==> src/rtl/fp_cluster_params.svh <==
/*
 * Sizing macros for the floating-point execution cluster.
 * Operands are IEEE-754 single precision, so the data width must stay 32.
 * The register count must equal 2 ** FP_REG_ADDR_WIDTH.
 */

`ifndef FP_CLUSTER_PARAMS_SVH
`define FP_CLUSTER_PARAMS_SVH

// Width of one operand and of one result word
`define FP_DATA_WIDTH 32

// Width of a destination register index
`define FP_REG_ADDR_WIDTH 4

// Number of entries in the result register file
`define FP_REG_COUNT 16

`endif

==> src/rtl/fp_cluster_types_pkg.sv <==
/*
 * Operation and result stream types shared by the execution units.
 * Both streams are valid-only and have no ready signal.
 * Unused opcode values are ignored by every unit.
 */

`include "fp_cluster_params.svh"

package fp_cluster_types_pkg;

    // Opcodes on the operation stream
    typedef enum logic [2:0] {
        OP_NOP    = 3'd0,
        OP_MIN    = 3'd1,
        OP_MAX    = 3'd2,
        OP_CMP_LT = 3'd3,
        OP_CMP_LE = 3'd4,
        OP_CMP_EQ = 3'd5
    } fp_opcode_t;

    // One operation as it enters the cluster
    typedef struct packed {
        logic                          valid;
        fp_opcode_t                    opcode;
        logic [`FP_DATA_WIDTH-1:0]     operand_a;
        logic [`FP_DATA_WIDTH-1:0]     operand_b;
        logic [`FP_REG_ADDR_WIDTH-1:0] dest;
    } fp_operation_t;

    // A unit result, and the merged result stream
    typedef struct packed {
        logic                          valid;
        logic [`FP_DATA_WIDTH-1:0]     data;
        logic [`FP_REG_ADDR_WIDTH-1:0] dest;
    } fp_result_t;

endpackage

==> src/rtl/fp_cluster_bus_pkg.sv <==
/*
 * APB types for the host read port of the cluster.
 * The port never inserts wait states, so pready is tied high.
 */

package fp_cluster_bus_pkg;

    // Signals driven by the APB master
    typedef struct packed {
        logic        psel;
        logic        penable;
        logic        pwrite;
        logic [7:0]  paddr;
        logic [31:0] pwdata;
    } apb_request_t;

    // Signals driven back by the slave
    typedef struct packed {
        logic [31:0] prdata;
        logic        pready;
        logic        pslverr;
    } apb_response_t;

    // Transfer phase as seen by the slave
    typedef enum logic {
        APB_IDLE   = 1'b0,
        APB_ACCESS = 1'b1
    } apb_state_t;

endpackage

==> src/rtl/fp_saturator.sv <==
/*
 * Min/max unit with a fixed latency of two cycles.
 * Floats are ordered by a signed integer compare with a fix for two negatives.
 * NaN and infinity get no special treatment.
 */

`timescale 1ns/1ps
`include "fp_cluster_params.svh"

module fp_saturator import fp_cluster_types_pkg::*; (
    input  logic          clock,
    input  logic          reset,
    input  fp_operation_t operation,
    output fp_result_t    result
);

    logic                          claim;
    logic                          s1_valid;
    logic                          s1_is_max;
    logic [`FP_DATA_WIDTH-1:0]     s1_operand_a;
    logic [`FP_DATA_WIDTH-1:0]     s1_operand_b;
    logic [`FP_REG_ADDR_WIDTH-1:0] s1_dest;
    logic                          s1_a_greater_int;
    logic                          s1_both_negative;
    logic                          a_is_greater;
    logic                          out_valid;
    logic [`FP_DATA_WIDTH-1:0]     out_data;
    logic [`FP_REG_ADDR_WIDTH-1:0] out_dest;

    // This unit only takes min and max, everything else passes by
    assign claim = operation.valid && (operation.opcode inside {OP_MIN, OP_MAX});

    always_ff @(posedge clock) begin
        if (!reset) begin
            s1_valid  <= 1'b0;
            out_valid <= 1'b0;
        end else begin
            s1_valid  <= claim;
            out_valid <= s1_valid;
        end
    end

    // Stage one keeps the operands and does the integer compare
    always_ff @(posedge clock) begin
        if (claim) begin
            s1_is_max        <= (operation.opcode == OP_MAX);
            s1_operand_a     <= operation.operand_a;
            s1_operand_b     <= operation.operand_b;
            s1_dest          <= operation.dest;
            s1_a_greater_int <= $signed(operation.operand_a) > $signed(operation.operand_b);
            s1_both_negative <= operation.operand_a[`FP_DATA_WIDTH-1] &
                                operation.operand_b[`FP_DATA_WIDTH-1];
        end
    end

    // With both signs set, a larger integer means a larger magnitude, so a smaller float
    assign a_is_greater = s1_both_negative ^ s1_a_greater_int;

    // Stage two picks the operand
    always_ff @(posedge clock) begin
        if (s1_valid) begin
            if (s1_is_max == a_is_greater) begin
                out_data <= s1_operand_a;
            end else begin
                out_data <= s1_operand_b;
            end
            out_dest <= s1_dest;
        end
    end

    assign result = '{valid: out_valid, data: out_data, dest: out_dest};

endmodule

==> src/rtl/fp_comparator.sv <==
/*
 * Compare unit for less-than, less-or-equal and equal, latency two cycles.
 * The result word is 1 when the relation holds and 0 otherwise.
 * Positive and negative zero compare equal; NaN is not handled.
 */

`timescale 1ns/1ps
`include "fp_cluster_params.svh"

module fp_comparator import fp_cluster_types_pkg::*; (
    input  logic          clock,
    input  logic          reset,
    input  fp_operation_t operation,
    output fp_result_t    result
);

    logic                          claim;
    logic                          s1_valid;
    fp_opcode_t                    s1_opcode;
    logic [`FP_REG_ADDR_WIDTH-1:0] s1_dest;
    logic                          s1_a_less_int;
    logic                          s1_both_negative;
    logic                          s1_bit_equal;
    logic                          s1_both_zero;
    logic                          float_equal;
    logic                          float_less;
    logic                          relation;
    logic                          out_valid;
    logic                          out_flag;
    logic [`FP_REG_ADDR_WIDTH-1:0] out_dest;

    assign claim = operation.valid &&
                   (operation.opcode inside {OP_CMP_LT, OP_CMP_LE, OP_CMP_EQ});

    always_ff @(posedge clock) begin
        if (!reset) begin
            s1_valid  <= 1'b0;
            out_valid <= 1'b0;
        end else begin
            s1_valid  <= claim;
            out_valid <= s1_valid;
        end
    end

    always_ff @(posedge clock) begin
        if (claim) begin
            s1_opcode        <= operation.opcode;
            s1_dest          <= operation.dest;
            s1_a_less_int    <= $signed(operation.operand_a) < $signed(operation.operand_b);
            s1_both_negative <= operation.operand_a[`FP_DATA_WIDTH-1] &
                                operation.operand_b[`FP_DATA_WIDTH-1];
            s1_bit_equal     <= (operation.operand_a == operation.operand_b);
            // Magnitudes of zero, whatever the sign bits say
            s1_both_zero     <= (operation.operand_a[`FP_DATA_WIDTH-2:0] == '0) &&
                                (operation.operand_b[`FP_DATA_WIDTH-2:0] == '0);
        end
    end

    assign float_equal = s1_bit_equal | s1_both_zero;

    // Two negatives reverse the integer order; equal words are never less
    assign float_less = !float_equal && (s1_both_negative ^ s1_a_less_int);

    always_comb begin
        case (s1_opcode)
            OP_CMP_LT: relation = float_less;
            OP_CMP_LE: relation = float_less | float_equal;
            OP_CMP_EQ: relation = float_equal;
            default:   relation = 1'b0;
        endcase
    end

    always_ff @(posedge clock) begin
        if (s1_valid) begin
            out_flag <= relation;
            out_dest <= s1_dest;
        end
    end

    assign result = '{valid: out_valid,
                      data:  {{(`FP_DATA_WIDTH-1){1'b0}}, out_flag},
                      dest:  out_dest};

endmodule

==> src/rtl/fp_writeback.sv <==
/*
 * Merges the unit results into the register file and the result stream.
 * The two unit results must never be valid in the same cycle.
 * APB paddr is a byte address: register n at 4*n, the count at 0x40.
 * Only reads are supported; writes and other addresses give pslverr.
 */

`timescale 1ns/1ps
`include "fp_cluster_params.svh"

module fp_writeback import fp_cluster_types_pkg::*, fp_cluster_bus_pkg::*; (
    input  logic          clock,
    input  logic          reset,
    input  fp_result_t    saturator_result,
    input  fp_result_t    comparator_result,
    output fp_result_t    result,
    input  apb_request_t  apb_request,
    output apb_response_t apb_response
);

    fp_result_t                    merged;
    logic                          out_valid;
    logic [`FP_DATA_WIDTH-1:0]     out_data;
    logic [`FP_REG_ADDR_WIDTH-1:0] out_dest;
    logic [`FP_DATA_WIDTH-1:0]     reg_file [`FP_REG_COUNT];
    logic [31:0]                   op_count;
    apb_state_t                    apb_state;
    logic                          access;
    logic [5:0]                    word;

    // At most one unit is valid, so the saturator simply wins the mux
    assign merged = saturator_result.valid ? saturator_result : comparator_result;

    always_ff @(posedge clock) begin
        if (!reset) begin
            out_valid <= 1'b0;
            op_count  <= '0;
        end else begin
            out_valid <= merged.valid;
            if (merged.valid) begin
                op_count <= op_count + 32'd1;
            end
        end
    end

    always_ff @(posedge clock) begin
        if (merged.valid) begin
            out_data <= merged.data;
            out_dest <= merged.dest;
        end
    end

    // The host must read zeros after reset, so the file is cleared
    always_ff @(posedge clock) begin
        if (!reset) begin
            for (int i = 0; i < `FP_REG_COUNT; i++) begin
                reg_file[i] <= '0;
            end
        end else if (merged.valid) begin
            reg_file[merged.dest] <= merged.data;
        end
    end

    assign result = '{valid: out_valid, data: out_data, dest: out_dest};

    // Setup phase moves to access, access always returns to idle
    always_ff @(posedge clock) begin
        if (!reset) begin
            apb_state <= APB_IDLE;
        end else begin
            case (apb_state)
                APB_IDLE: begin
                    if (apb_request.psel && !apb_request.penable) begin
                        apb_state <= APB_ACCESS;
                    end
                end
                APB_ACCESS: apb_state <= APB_IDLE;
                default:    apb_state <= APB_IDLE;
            endcase
        end
    end

    assign access = (apb_state == APB_ACCESS) && apb_request.psel && apb_request.penable;
    assign word   = apb_request.paddr[7:2];

    // Read data is combinational during the access phase
    always_comb begin
        apb_response.pready  = 1'b1;
        apb_response.prdata  = '0;
        apb_response.pslverr = 1'b0;
        if (access) begin
            if (apb_request.pwrite) begin
                apb_response.pslverr = 1'b1;
            end else if (word < `FP_REG_COUNT) begin
                apb_response.prdata = reg_file[word[`FP_REG_ADDR_WIDTH-1:0]];
            end else if (word == `FP_REG_COUNT) begin
                apb_response.prdata = op_count;
            end else begin
                apb_response.pslverr = 1'b1;
            end
        end
    end

endmodule

==> src/rtl/fp_cluster.sv <==
/*
 * Top level of the floating-point execution cluster.
 * Fixed latency of three cycles from operation to result, no back-pressure.
 * At most one operation may enter per cycle.
 */

`timescale 1ns/1ps

module fp_cluster import fp_cluster_types_pkg::*, fp_cluster_bus_pkg::*; (
    input  logic          clock,
    input  logic          reset,
    input  fp_operation_t operation,
    output fp_result_t    result,
    input  apb_request_t  apb_request,
    output apb_response_t apb_response
);

    fp_result_t saturator_result;
    fp_result_t comparator_result;

    // Both units see every operation and pick out their own opcodes
    fp_saturator saturator_i (
        .clock     (clock),
        .reset     (reset),
        .operation (operation),
        .result    (saturator_result)
    );

    fp_comparator comparator_i (
        .clock     (clock),
        .reset     (reset),
        .operation (operation),
        .result    (comparator_result)
    );

    fp_writeback writeback_i (
        .clock             (clock),
        .reset             (reset),
        .saturator_result  (saturator_result),
        .comparator_result (comparator_result),
        .result            (result),
        .apb_request       (apb_request),
        .apb_response      (apb_response)
    );

endmodule

==> config.mk <==
export PLATFORM = sky130hd
export DESIGN_NAME = fp_cluster
export DESIGN_NICKNAME = d
export VERILOG_FILES = /design/src/rtl/fp_cluster_types_pkg.sv /design/src/rtl/fp_cluster_bus_pkg.sv /design/src/rtl/fp_saturator.sv /design/src/rtl/fp_comparator.sv /design/src/rtl/fp_writeback.sv /design/src/rtl/fp_cluster.sv
export VERILOG_INCLUDE_DIRS = /design/src /design/src/rtl
export SDC_FILE = /design/constraint.sdc
export NUM_CORES = 1
export LEC_CHECK = 0
export BUFFER_PORTS_ARGS = -buffer_cell sky130_fd_sc_hd__buf_2
export CORE_ASPECT_RATIO = 0.6
export CORE_MARGIN = 4
export CORE_UTILIZATION = 60
export CTS_BUF_LIST = sky130_fd_sc_hd__clkbuf_2 sky130_fd_sc_hd__clkbuf_4 sky130_fd_sc_hd__clkbuf_8
export CTS_CLUSTER_DIAMETER = 50
export CTS_CLUSTER_SIZE = 20
export DETAILED_ROUTE_END_ITERATION = 10
export PLACE_DENSITY = 0.79
export SLEW_MARGIN = 10
export SYNTH_ARGS = -nofsm -noshare
export SYNTH_HDL_FRONTEND = slang
export SYNTH_HIERARCHICAL = 1
export SYNTH_SLANG_ARGS = --single-unit
==> constraint.sdc <==
create_clock -name clock -period 7.1 [get_ports clock]
set_input_delay 0.355 -clock clock [delete_from_list [all_inputs] [get_ports clock]]
set_output_delay 0.355 -clock clock [all_outputs]
set_load 0.005 [all_outputs]
==> impl_metrics.toml, run 1 <==
[status]
status = "complete, no violations"

[cts]
clock_sinks = 709
postCtsSetupBuffers = 0
cts_buffers = 44
clock_latency_ns = 0.64
ctsResizeCount = 0
root_buffer = "clkbuf_8"
cts_tree = "yes"
postCtsHoldBufs = 74
htree_levels = 2
path_clk_slew_ns = 0.12
cts_max_path_buffers = 3

[sta]
report.final.slew_viol_count = 0
finalSetupViolations = 0
maxSlewHeadroom_pct = 15.5
rsz0062_at_grt = "false"
tightestPinTransition_ns = 1.26
min_period_ns = 3.89
fmax_mhz = 257
hold_violations = 0
fin_skew_ns = 0.0260
setup_tns_ns = 0
min_period_over_period_pct = 54.8

[global_routing]
grt_pass1_wl_microns = 121000
grt_max_degree = 150
grt_usage_pct = 28.3
grt_pass1_vias = 20600
overflow = 0
antenna_found_initial = 0

[setup_path]
cp_max_fo = 33
worstPathRequired_ns = 7.44
end_kind = "flip-flop"
cp.arrival_ns = 4.23
startpoint_type = "flip-flop"
critPathKind = "flip-flop to flip-flop"

[synth]
async_reset_ff_share_pct = 0
ys_types = 70
synthCells = 2351
synth_compound_area_share_pct = 4.25
synth_fa_ha_area_share_pct = 2.65
synth.avg_cell_area_sq_um = 13.5
syn_area_sq_um = 31600
yosys-top-cells-area = "edfxtp_1 (64%), nor2_1 (6.4%), mux4_2 (5.6%)"
synth_seq_area_share_pct = 66.1
synth_top_area_share_pct = 63.7
ys_warn_count = 6
synth_top_family_by_area = "multiplexers"
synth_top_area_cell = "edfxtp_1"
ys_ff_latch = 709
synth_edf_count = 671
yosys_most_used_dff = "edfxtp_1"
synth-simple-area-share_pct = 11.0
synthXorXnorAreaFrac_pct = 0.388
synth.area.mux_share_pct = 11.4

[pwr]
clkPwrFrac_pct = 28.0
p_sw_mw = 1.72
p_int_mw = 5.75
p_leak_nw = 13.6
vdd_drop_max_mv = 0.159
sw_frac_of_total_pct = 23.1
pwr_density_cell_nw_per_um2 = 215
p_seq_share_pct = 63.3
design_power_total_mw = 7.47
combinationalPowerShare_pct = 8.7

[detailed_routing]
top_layer = "met4"
wl_per_cell_microns = 24.6
wl_met3_microns = 9540
drt_iter0_drc = 3009
dr.pass1.iters = 5
ant_nets = 0
drt-met1-wl_microns = 30200
drc = 0
wl_met2_microns = 38300
vias_per_cell = 6.30
finalWirelength_microns = 80300
vias = 20600

[worst_hold_path]
hp-class = "input pin to flip-flop"

[final_layout]
diodes = 0
area_growth_syn_to_layout_pct = 10.1
final_layout_size_suffix_gt1_share_pct = 16.6
nets = 2728
multi_input_area_sq_um = 9580
num-fill-cells = 3510
seq_area_sq_um = 20900

[place]
gp_congestion = 0.849
io_buffer_count = 152
place.detailed.hpwl_microns = 50300

[floorplan]
ios = 188
die_area_sq_um = 56600
initial_utilization_pct = 61.3
die_w_microns = 304
core-area_sq_um = 51600
die_y_microns = 186
rows = 64

[job]
maxCapViolCount = 0
layer usage:
metal | vias up | GRT usage [%]
met1 | 10200 | 39.2
li1 | 8894 | -
met4 | 0 | 8.17
met5 | - | 0
met3 | 163 | 5.38
met2 | 1333 | 46.8
power by group through the flow:
stage,Sequential [mW],Clock [mW],Combinational (mW)
CTS,4.73,2.12,0.633
global placement,4.82,0,0.578
finish,4.73,2.09,0.648
global route,4.75,2.29,0.694
detailed placement,4.83,0,0.600
floorplan,4.82,0,0.386
worst paths after layout:
path | startpoint | to | slack [ns] | cells after the start
max | saturator_i/out_valid | writeback_i/reg_file[10][24] | 3.21 | 7
min | reset | writeback_i/op_count[18] | 0.32 | 3
max reg2reg | saturator_i/out_valid | writeback_i/reg_file[10][24] | 3.21 | 7
min reg2reg | saturator_i/s1_dest[2] | saturator_i/out_dest[2] | 0.43 | 0
stage by stage:
stage          cells  area [sq um]  utilization (%)  worst slack (ns)  hold slack (ns)
3_5_place_dp    3117         33200             64.3              3.26            0.405
4_1_cts         3269         34800             67.6              3.25            0.280
2_1_floorplan   2381         31700                -             0.820            0.400
6_report        3269         34800             67.6              3.21            0.318
3_3_place_gp    3117         33200             64.3              3.37            0.405
5_1_grt         3269         34800             67.6              2.99            0.296
cells in the mapped netlist (7+ instances only):
| library cell | count |
|---|---|
| a21oi_1 | 45 |
| a221o_1 | 9 |
| a22oi_1 | 75 |
| buf_1 | 7 |
| buf_2 | 19 |
| buf_4 | 36 |
| clkbuf_1 | 127 |
| dfxtp_1 | 38 |
| edfxtp_1 | 671 |
| ha_1 | 67 |
| inv_1 | 109 |
| mux2_1 | 32 |
| mux2_2 | 8 |
| mux2i_1 | 141 |
| mux4_2 | 78 |
| nand2_1 | 88 |
| nand2b_1 | 8 |
| nand3_1 | 63 |
| nand4_1 | 19 |
| nor2_1 | 541 |
| nor3_1 | 8 |
| nor4_1 | 22 |
| o21ai_0 | 14 |
| o31ai_1 | 13 |
| or4_1 | 13 |
| xnor2_1 | 10 |
critical path, cell delays in order (launching register included):
cell,delay (ns)
dfxtp_2,0.72
buf_4,0.50
nand2_1,0.18
o22ai_1,0.41
nand2_1,0.10
buf_4,0.31
nand2_1,0.98
buf_4,0.38
final cells by class:
cell class | count | area share, %
clock buffers | 66 | 2.28
clock inverters | 12 | 0.417
inverters | 109 | 1.17
multi-input cells | 1372 | 27.5
flip-flops and latches | 709 | 60.0
well taps | 693 | 2.49
repair buffers | 308 | 6.14
registers in the layout, indices dropped and copies added (netlist names), 3 cells and up:
register                  count
comparator_i/s1_dest          4
writeback_i/reg_file        512
saturator_i/s1_dest           4
writeback_i/out_data         32
comparator_i/s1_opcode        3
writeback_i/op_count         32
comparator_i/out_dest         4
saturator_i/out_data         32
saturator_i/s1_operand_b     32
saturator_i/s1_operand_a     32
writeback_i/out_dest          4
saturator_i/out_dest          4
logic make-up after synthesis:
family / Yosys count
other cells: 2
xor+xnor: 14
buf+inv: 300
simple gates: 808
flops: 709
mux: 259
fa+ha+maj: 67
compound gates: 192
placed cells by master (no fill, tap or decap), types with 5 or more instances in the layout:
master,instances
a21oi_1,45
a221o_1,9
a22oi_1,75
and2_1,5
buf_2,150
buf_4,82
clkbuf_4,18
clkbuf_8,49
conb_1,32
dfxtp_1,37
dlygate4sd3_1,74
edfxtp_1,671
ha_1,67
inv_1,108
mux2_1,32
mux2_2,8
mux2i_1,141
mux4_2,78
nand2_1,87
nand2b_1,8
nand3_1,63
nand4_1,19
nor2_1,540
nor3_1,6
nor4_1,22
o21ai_0,14
o31ai_1,13
o41ai_1,5
or3_1,6
or4_1,13
xnor2_1,9
(Power assumes the default switching activity.)
==> inputs of run 2 (changes only) <==
- CORE_UTILIZATION: 60 -> 57
- PLACE_DENSITY: 0.79 -> 0.78
- clock period: 7.1 -> 3.4 ns (I/O delays scaled with it)
==> run 2 against run 1 <==
Net effect:
- first-iteration DRC count down 8.1%
- sequential share of layout area down 0.55 points
- total power up 110%
- routed wire length about the same
- non-clock buffer count up 20
- setup slack worse by 2.5 ns
==> impl_metrics.toml, run 2 (synthesis results as in run 1) <==
[cts]
cts_tree = "yes"
path_clk_slew_ns = 0.11
root_buffer = "clkbuf_8"
clock_sinks = 709
cts_buffers = 45
cts_max_path_buffers = 3
htree_levels = 2
postCtsSetupBuffers = 0
clock_latency_ns = 0.66

[detailed_routing]
drt_iter0_drc = 2764
drc = 0
dr.pass1.iters = 6
wl_per_cell_microns = 24.2
vias_per_cell = 6.20
finalWirelength_microns = 80300
ant_nets = 0
vias = 20600

[final_layout]
finalNonFillerCells = 3313
regMostFlops = "writeback_i/reg_file"
nets = 2749
num-fill-cells = 3858
largest_reg_flops = 512
postLayoutCoreUtil_pct = 64.5
mostFrequentLayoutCells = "edfxtp_1 (671), nor2_1 (540), buf_2 (150), mux2i_1 (139), inv_1 (108)"
final_layout_size_suffix_gt1_share_pct = 17.4
diodes = 0
final_common_cell = "edfxtp_1"
area_growth_syn_to_layout_pct = 11.2
postLayoutCellArea_sq_um = 35200

[setup_path]
cp_max_fo = 28
startpoint_type = "flip-flop"
crit_path_start = "comparator_i/out_valid"
cp.arrival_ns = 3.01
critPathKind = "flip-flop to flip-flop"
cp_slowest_cell = "a211oi_1"
rr_endpoint = "writeback_i/reg_file[2][24]"
crit_chain = "or3b_1 -> a211oi_1 -> nand2_1 -> nand2_1 -> buf_12"
reg2reg_from = "comparator_i/out_valid"
end_kind = "flip-flop"
crit_path_frequent_cell = "nand2_1"
worstPathRequired_ns = 3.72
cp_slowest_stage_delay_ns = 0.65
r2r_slack_ns = 0.71
crit_end = "writeback_i/reg_file[2][24]"
r2r_cells = 5

[status]
status = "complete, no violations"

[floorplan]
rows = 66
die_area_sq_um = 59500
ios = 188
core-area_sq_um = 54500
die_y_microns = 190
initial_utilization_pct = 58.0
die_w_microns = 312

[global_routing]
antenna_found_initial = 0
grt_pass1_vias = 20600
overflow = 0
grt_max_degree = 76
grt_usage_pct = 27.0
grt_pass1_wl_microns = 122000

[place]
dp_cells = 3156
gp_congestion = 0.884
dp_slack_ns = 0.773
place.detailed.hpwl_microns = 51200
io_buffer_count = 152
placed_area_sq_um = 33400

[sta]
fmax_mhz = 371
min_period_ns = 2.69
report.final.slew_viol_count = 0
rsz0062_at_grt = "false"
min_period_over_period_pct = 79.2
fin_skew_ns = 0.0453
finalSetupViolations = 0
hold_violations = 0
final.setup.worst_slack_ns = 0.707
maxSlewHeadroom_pct = 28.4
tightestPinTransition_ns = 1.07
setup_tns_ns = 0
whs_ns = 0.292

[pwr]
p_sw_mw = 3.66
p_int_mw = 12.2
vdd_drop_max_mv = 0.319
design_power_total_mw = 15.9
sw_frac_of_total_pct = 23.0
p_leak_nw = 13.8
pwr_density_cell_nw_per_um2 = 452
clkPwrFrac_pct = 29.2
combinationalPowerShare_pct = 8.6
p_seq_share_pct = 62.2

[worst_hold_path]
hp-class = "input pin to flip-flop"
hold_start = "operation[2]"

[job]
maxCapViolCount = 0
[run 2: cell types whose count changed in the layout (fill, tap and decap cells not counted), sizes merged]
cell / before / now
buf: 233 / 251
inv: 113 / 110
dlygate4sd3: 74 / 76
clkbuf: 67 / 64
bufinv: 2 / 5
clkinv: 3 / 11
clkinvlp: 3 / 1
[run 2: how the worst min path moves through the flow]
stage                              end  slack, ns  depth (start not counted)
5_1_grt        comparator_i/s1_dest[3]       0.24                          2
3_5_place_dp    saturator_i/s1_dest[3]       0.36                          1
6_report       comparator_i/s1_dest[2]       0.29                          2
4_1_cts        comparator_i/s1_dest[2]       0.24                          2
2_1_floorplan    writeback_i/apb_state       0.25                          1
3_3_place_gp    saturator_i/s1_dest[3]       0.36                          1
[run 2: critical path, delay by kind of cell (launching register included)]
| kind | cells | cell delay [ns] |
|---|---|---|
| AND/OR/NAND/NOR | 3 | 0.88 |
| flip-flops | 1 | 0.56 |
| AO/OA/AOI/OAI | 1 | 0.65 |
| buffers and inverters | 1 | 0.28 |
[run 2: power groups by stage]
stage	sequential [mW]	combinational (mW)	clock (mW)
floorplan	10.1	0.808	0
global placement	10.1	1.23	0
detailed placement	10.1	1.28	0
CTS	9.89	1.35	4.70
global route	9.91	1.47	5.03
finish	9.89	1.37	4.64
[run 2: area by class of cell]
cell class                 count  area (sq um)  share of cell area [%]
sequential                   709         20900                    59.5
multi-input combinational   1372          9590                    27.3
timing repair buffer         328          2330                    6.64
tap                          714           893                    2.54
clock buffer                  63           779                    2.22
inverter                     109           409                    1.16
clock inverter                18           255                   0.726
[run 2: timing repair]
item,in CTS,in global routing
hold buffers,76,0
gates resized for setup,0,0
endpoints found under the hold margin,82,0
[run 2: layer usage]
metal | GRT usage, % | wire length (microns) | vias up
met1 | 38.7 | 31400 | 10100
met4 | 7.79 | 2400 | 0
met5 | 0 | 0 | -
li1 | - | - | 8941
met3 | 4.88 | 9110 | 175
met2 | 43.0 | 37400 | 1301
==> inputs of run 3 (changes only) <==
- CORE_UTILIZATION: 57 -> 60
- PLACE_DENSITY: 0.78 -> 0.79
- clock period: 3.4 -> 2.5 ns (I/O delays scaled with it)
==> run 3 against run 2 <==
Net effect:
- combinational power rose by 44%
- routed wire length rose by 4.1%
- register-to-register slack got worse by 0.55 ns
- hold slack got worse by 0.043 ns
- first-iteration DRC count rose by 11%
- die area fell by 4.8%
- sequential power rose by 35%
- sequential share of layout area fell by 0.75 points
- critical endpoint is now apb_response[5]
- largest power group unchanged
==> impl_metrics.toml, run 3 (synthesis results as in run 1) <==
[final_layout]
postLayoutCellArea_sq_um = 35600
area_growth_syn_to_layout_pct = 12.6
finalNonFillerCells = 3317
largest_reg_flops = 512
multi_input_area_sq_um = 9710
num-fill-cells = 3499
regMostFlops = "writeback_i/reg_file"
final_common_cell = "edfxtp_1"
nets = 2777
postLayoutCoreUtil_pct = 69.1
seq_area_sq_um = 20900
mostFrequentLayoutCells = "edfxtp_1 (671), nor2_1 (539), buf_2 (150), mux2i_1 (137), inv_1 (108)"
final_layout_size_suffix_gt1_share_pct = 18.8

[cts]
clock_latency_ns = 0.66
htree_levels = 2
path_clk_slew_ns = 0.12
root_buffer = "clkbuf_8"
cts_tree = "yes"
cts_max_path_buffers = 3
cts_buffers = 45
clock_sinks = 709

[global_routing]
grt_usage_pct = 29.3
grt_pass1_vias = 21000
overflow = 0
antenna_found_initial = 1
grt_max_degree = 62
grt_pass1_wl_microns = 125000

[job]
maxCapViolCount = 0

[setup_path]
crit_chain = "mux4_2 -> mux2_2 -> a221o_1 -> buf_2"
cp_slowest_stage_delay_ns = 0.48
reg2reg_from = "saturator_i/out_valid"
end_kind = "primary output"
cp.arrival_ns = 2.31
path_depth = 4
r2r_slack_ns = 0.16
cp_slowest_cell = "mux4_2"
critPathKind = "flip-flop to primary output"
worstPathRequired_ns = 2.38
startpoint_type = "flip-flop"
r2r_cells = 4
rr_endpoint = "writeback_i/op_count[31]"
crit_buf_inv = 1
critical-path-top-delay-family = "multiplexers"
cp_max_fo = 1

[sta]
tightestPinTransition_ns = 0.760
min_period_ns = 2.44
finalSetupViolations = 0
fin_skew_ns = 0.0496
hold_violations = 0
final.setup.worst_slack_ns = 0.0608
maxSlewHeadroom_pct = 48.8
report.final.slew_viol_count = 0
min_period_over_period_pct = 97.6
fmax_mhz = 410
rsz0062_at_grt = "false"
setup_tns_ns = 0
whs_ns = 0.249

[pwr]
vdd_drop_max_mv = 0.489
design_power_total_mw = 21.4
p_leak_nw = 14.0
pwr_density_cell_nw_per_um2 = 601

[status]
status = "complete, no violations"

[place]
io_buffer_count = 152
gp_congestion = 0.839
placed_area_sq_um = 33800
dp_slack_ns = 0.249
place.detailed.hpwl_microns = 53200
dp_cells = 3160

[floorplan]
rows = 64
die_w_microns = 304
core-area_sq_um = 51600
initial_utilization_pct = 61.3
die_y_microns = 186
die_area_sq_um = 56600
ios = 188

[detailed_routing]
vias = 20900
ant_nets = 0
drc = 0
vias_per_cell = 6.30
wl_per_cell_microns = 25.2
finalWirelength_microns = 83600
dr.pass1.iters = 5
drt_iter0_drc = 3061

[worst_hold_path]
min_path_cells = 2
hold_start = "operation[27]"
hold_end = "saturator_i/s1_operand_b[23]"
hp-class = "input pin to flip-flop"
[run 3: cell count changes in the layout (fill, tap and decap cells not counted), sizes merged]
cell	delta
buf	+26
bufinv	-2
clkbuf	-3
clkinv	+1
diode	+1
inv	+2
[run 3: worst max path at each step]
stage / start / to / slack (ns)
floorplan: saturator_i/out_valid / writeback_i/reg_file[13][0] / -0.09
global placement: saturator_i/out_valid / writeback_i/op_count[31] / 0.30
detailed placement: saturator_i/out_valid / writeback_i/reg_file[15][22] / 0.25
CTS: writeback_i/apb_state / apb_response[19] / 0.01
global route: writeback_i/reg_file[3][5] / apb_response[7] / 0.002
finish: writeback_i/reg_file[6][3] / apb_response[5] / 0.06
[run 3: final cells by class]
cell class	instances	area share, %
clock inverters	19	0.566
well taps	693	2.43
diodes	1	0.00703
clock buffers	58	2.08
inverters	109	1.15
multi-input cells	1372	27.3
repair buffers	356	7.80
flip-flops and latches	709	58.7
[run 3: repair_timing]
action | in CTS | in global routing
hold buffers | 76 | 0
pin swaps | 0 | 3
hold endpoints to repair | 88 | 0
buffers inserted | 0 | 2
cloned | 0 | 1
resized for setup | 4 | 11
endpoints found under the setup margin | 15 | 15
[run 3: layer usage]
| layer | vias to the layer above | share of wire (%) | GRT usage, % |
|---|---|---|---|
| li1 | 9002 | - | - |
| met1 | 10300 | 38 | 41.8 |
| met2 | 1423 | 47 | 47.7 |
| met3 | 184 | 12 | 4.80 |
| met4 | 0 | 2.8 | 8.49 |
| met5 | - | 0 | 0 |
[run 3: worst reg2reg max path, stage by stage, from the launching register on]
cell and delay (ns):
dfxtp_2 0.56, o211ai_1 0.32, or4_1 0.74, or4_1 0.54, a21oi_1 0.15
[run 3: power breakdown]
part	leakage, nW	internal [mW]	total (mW)	switching [mW]
registers	7.25	13.3	13.4	0.112
clock network	0.493	2.32	5.98	3.66
logic	6.24	0.766	1.97	1.20
total	14.0	16.4	21.4	4.97
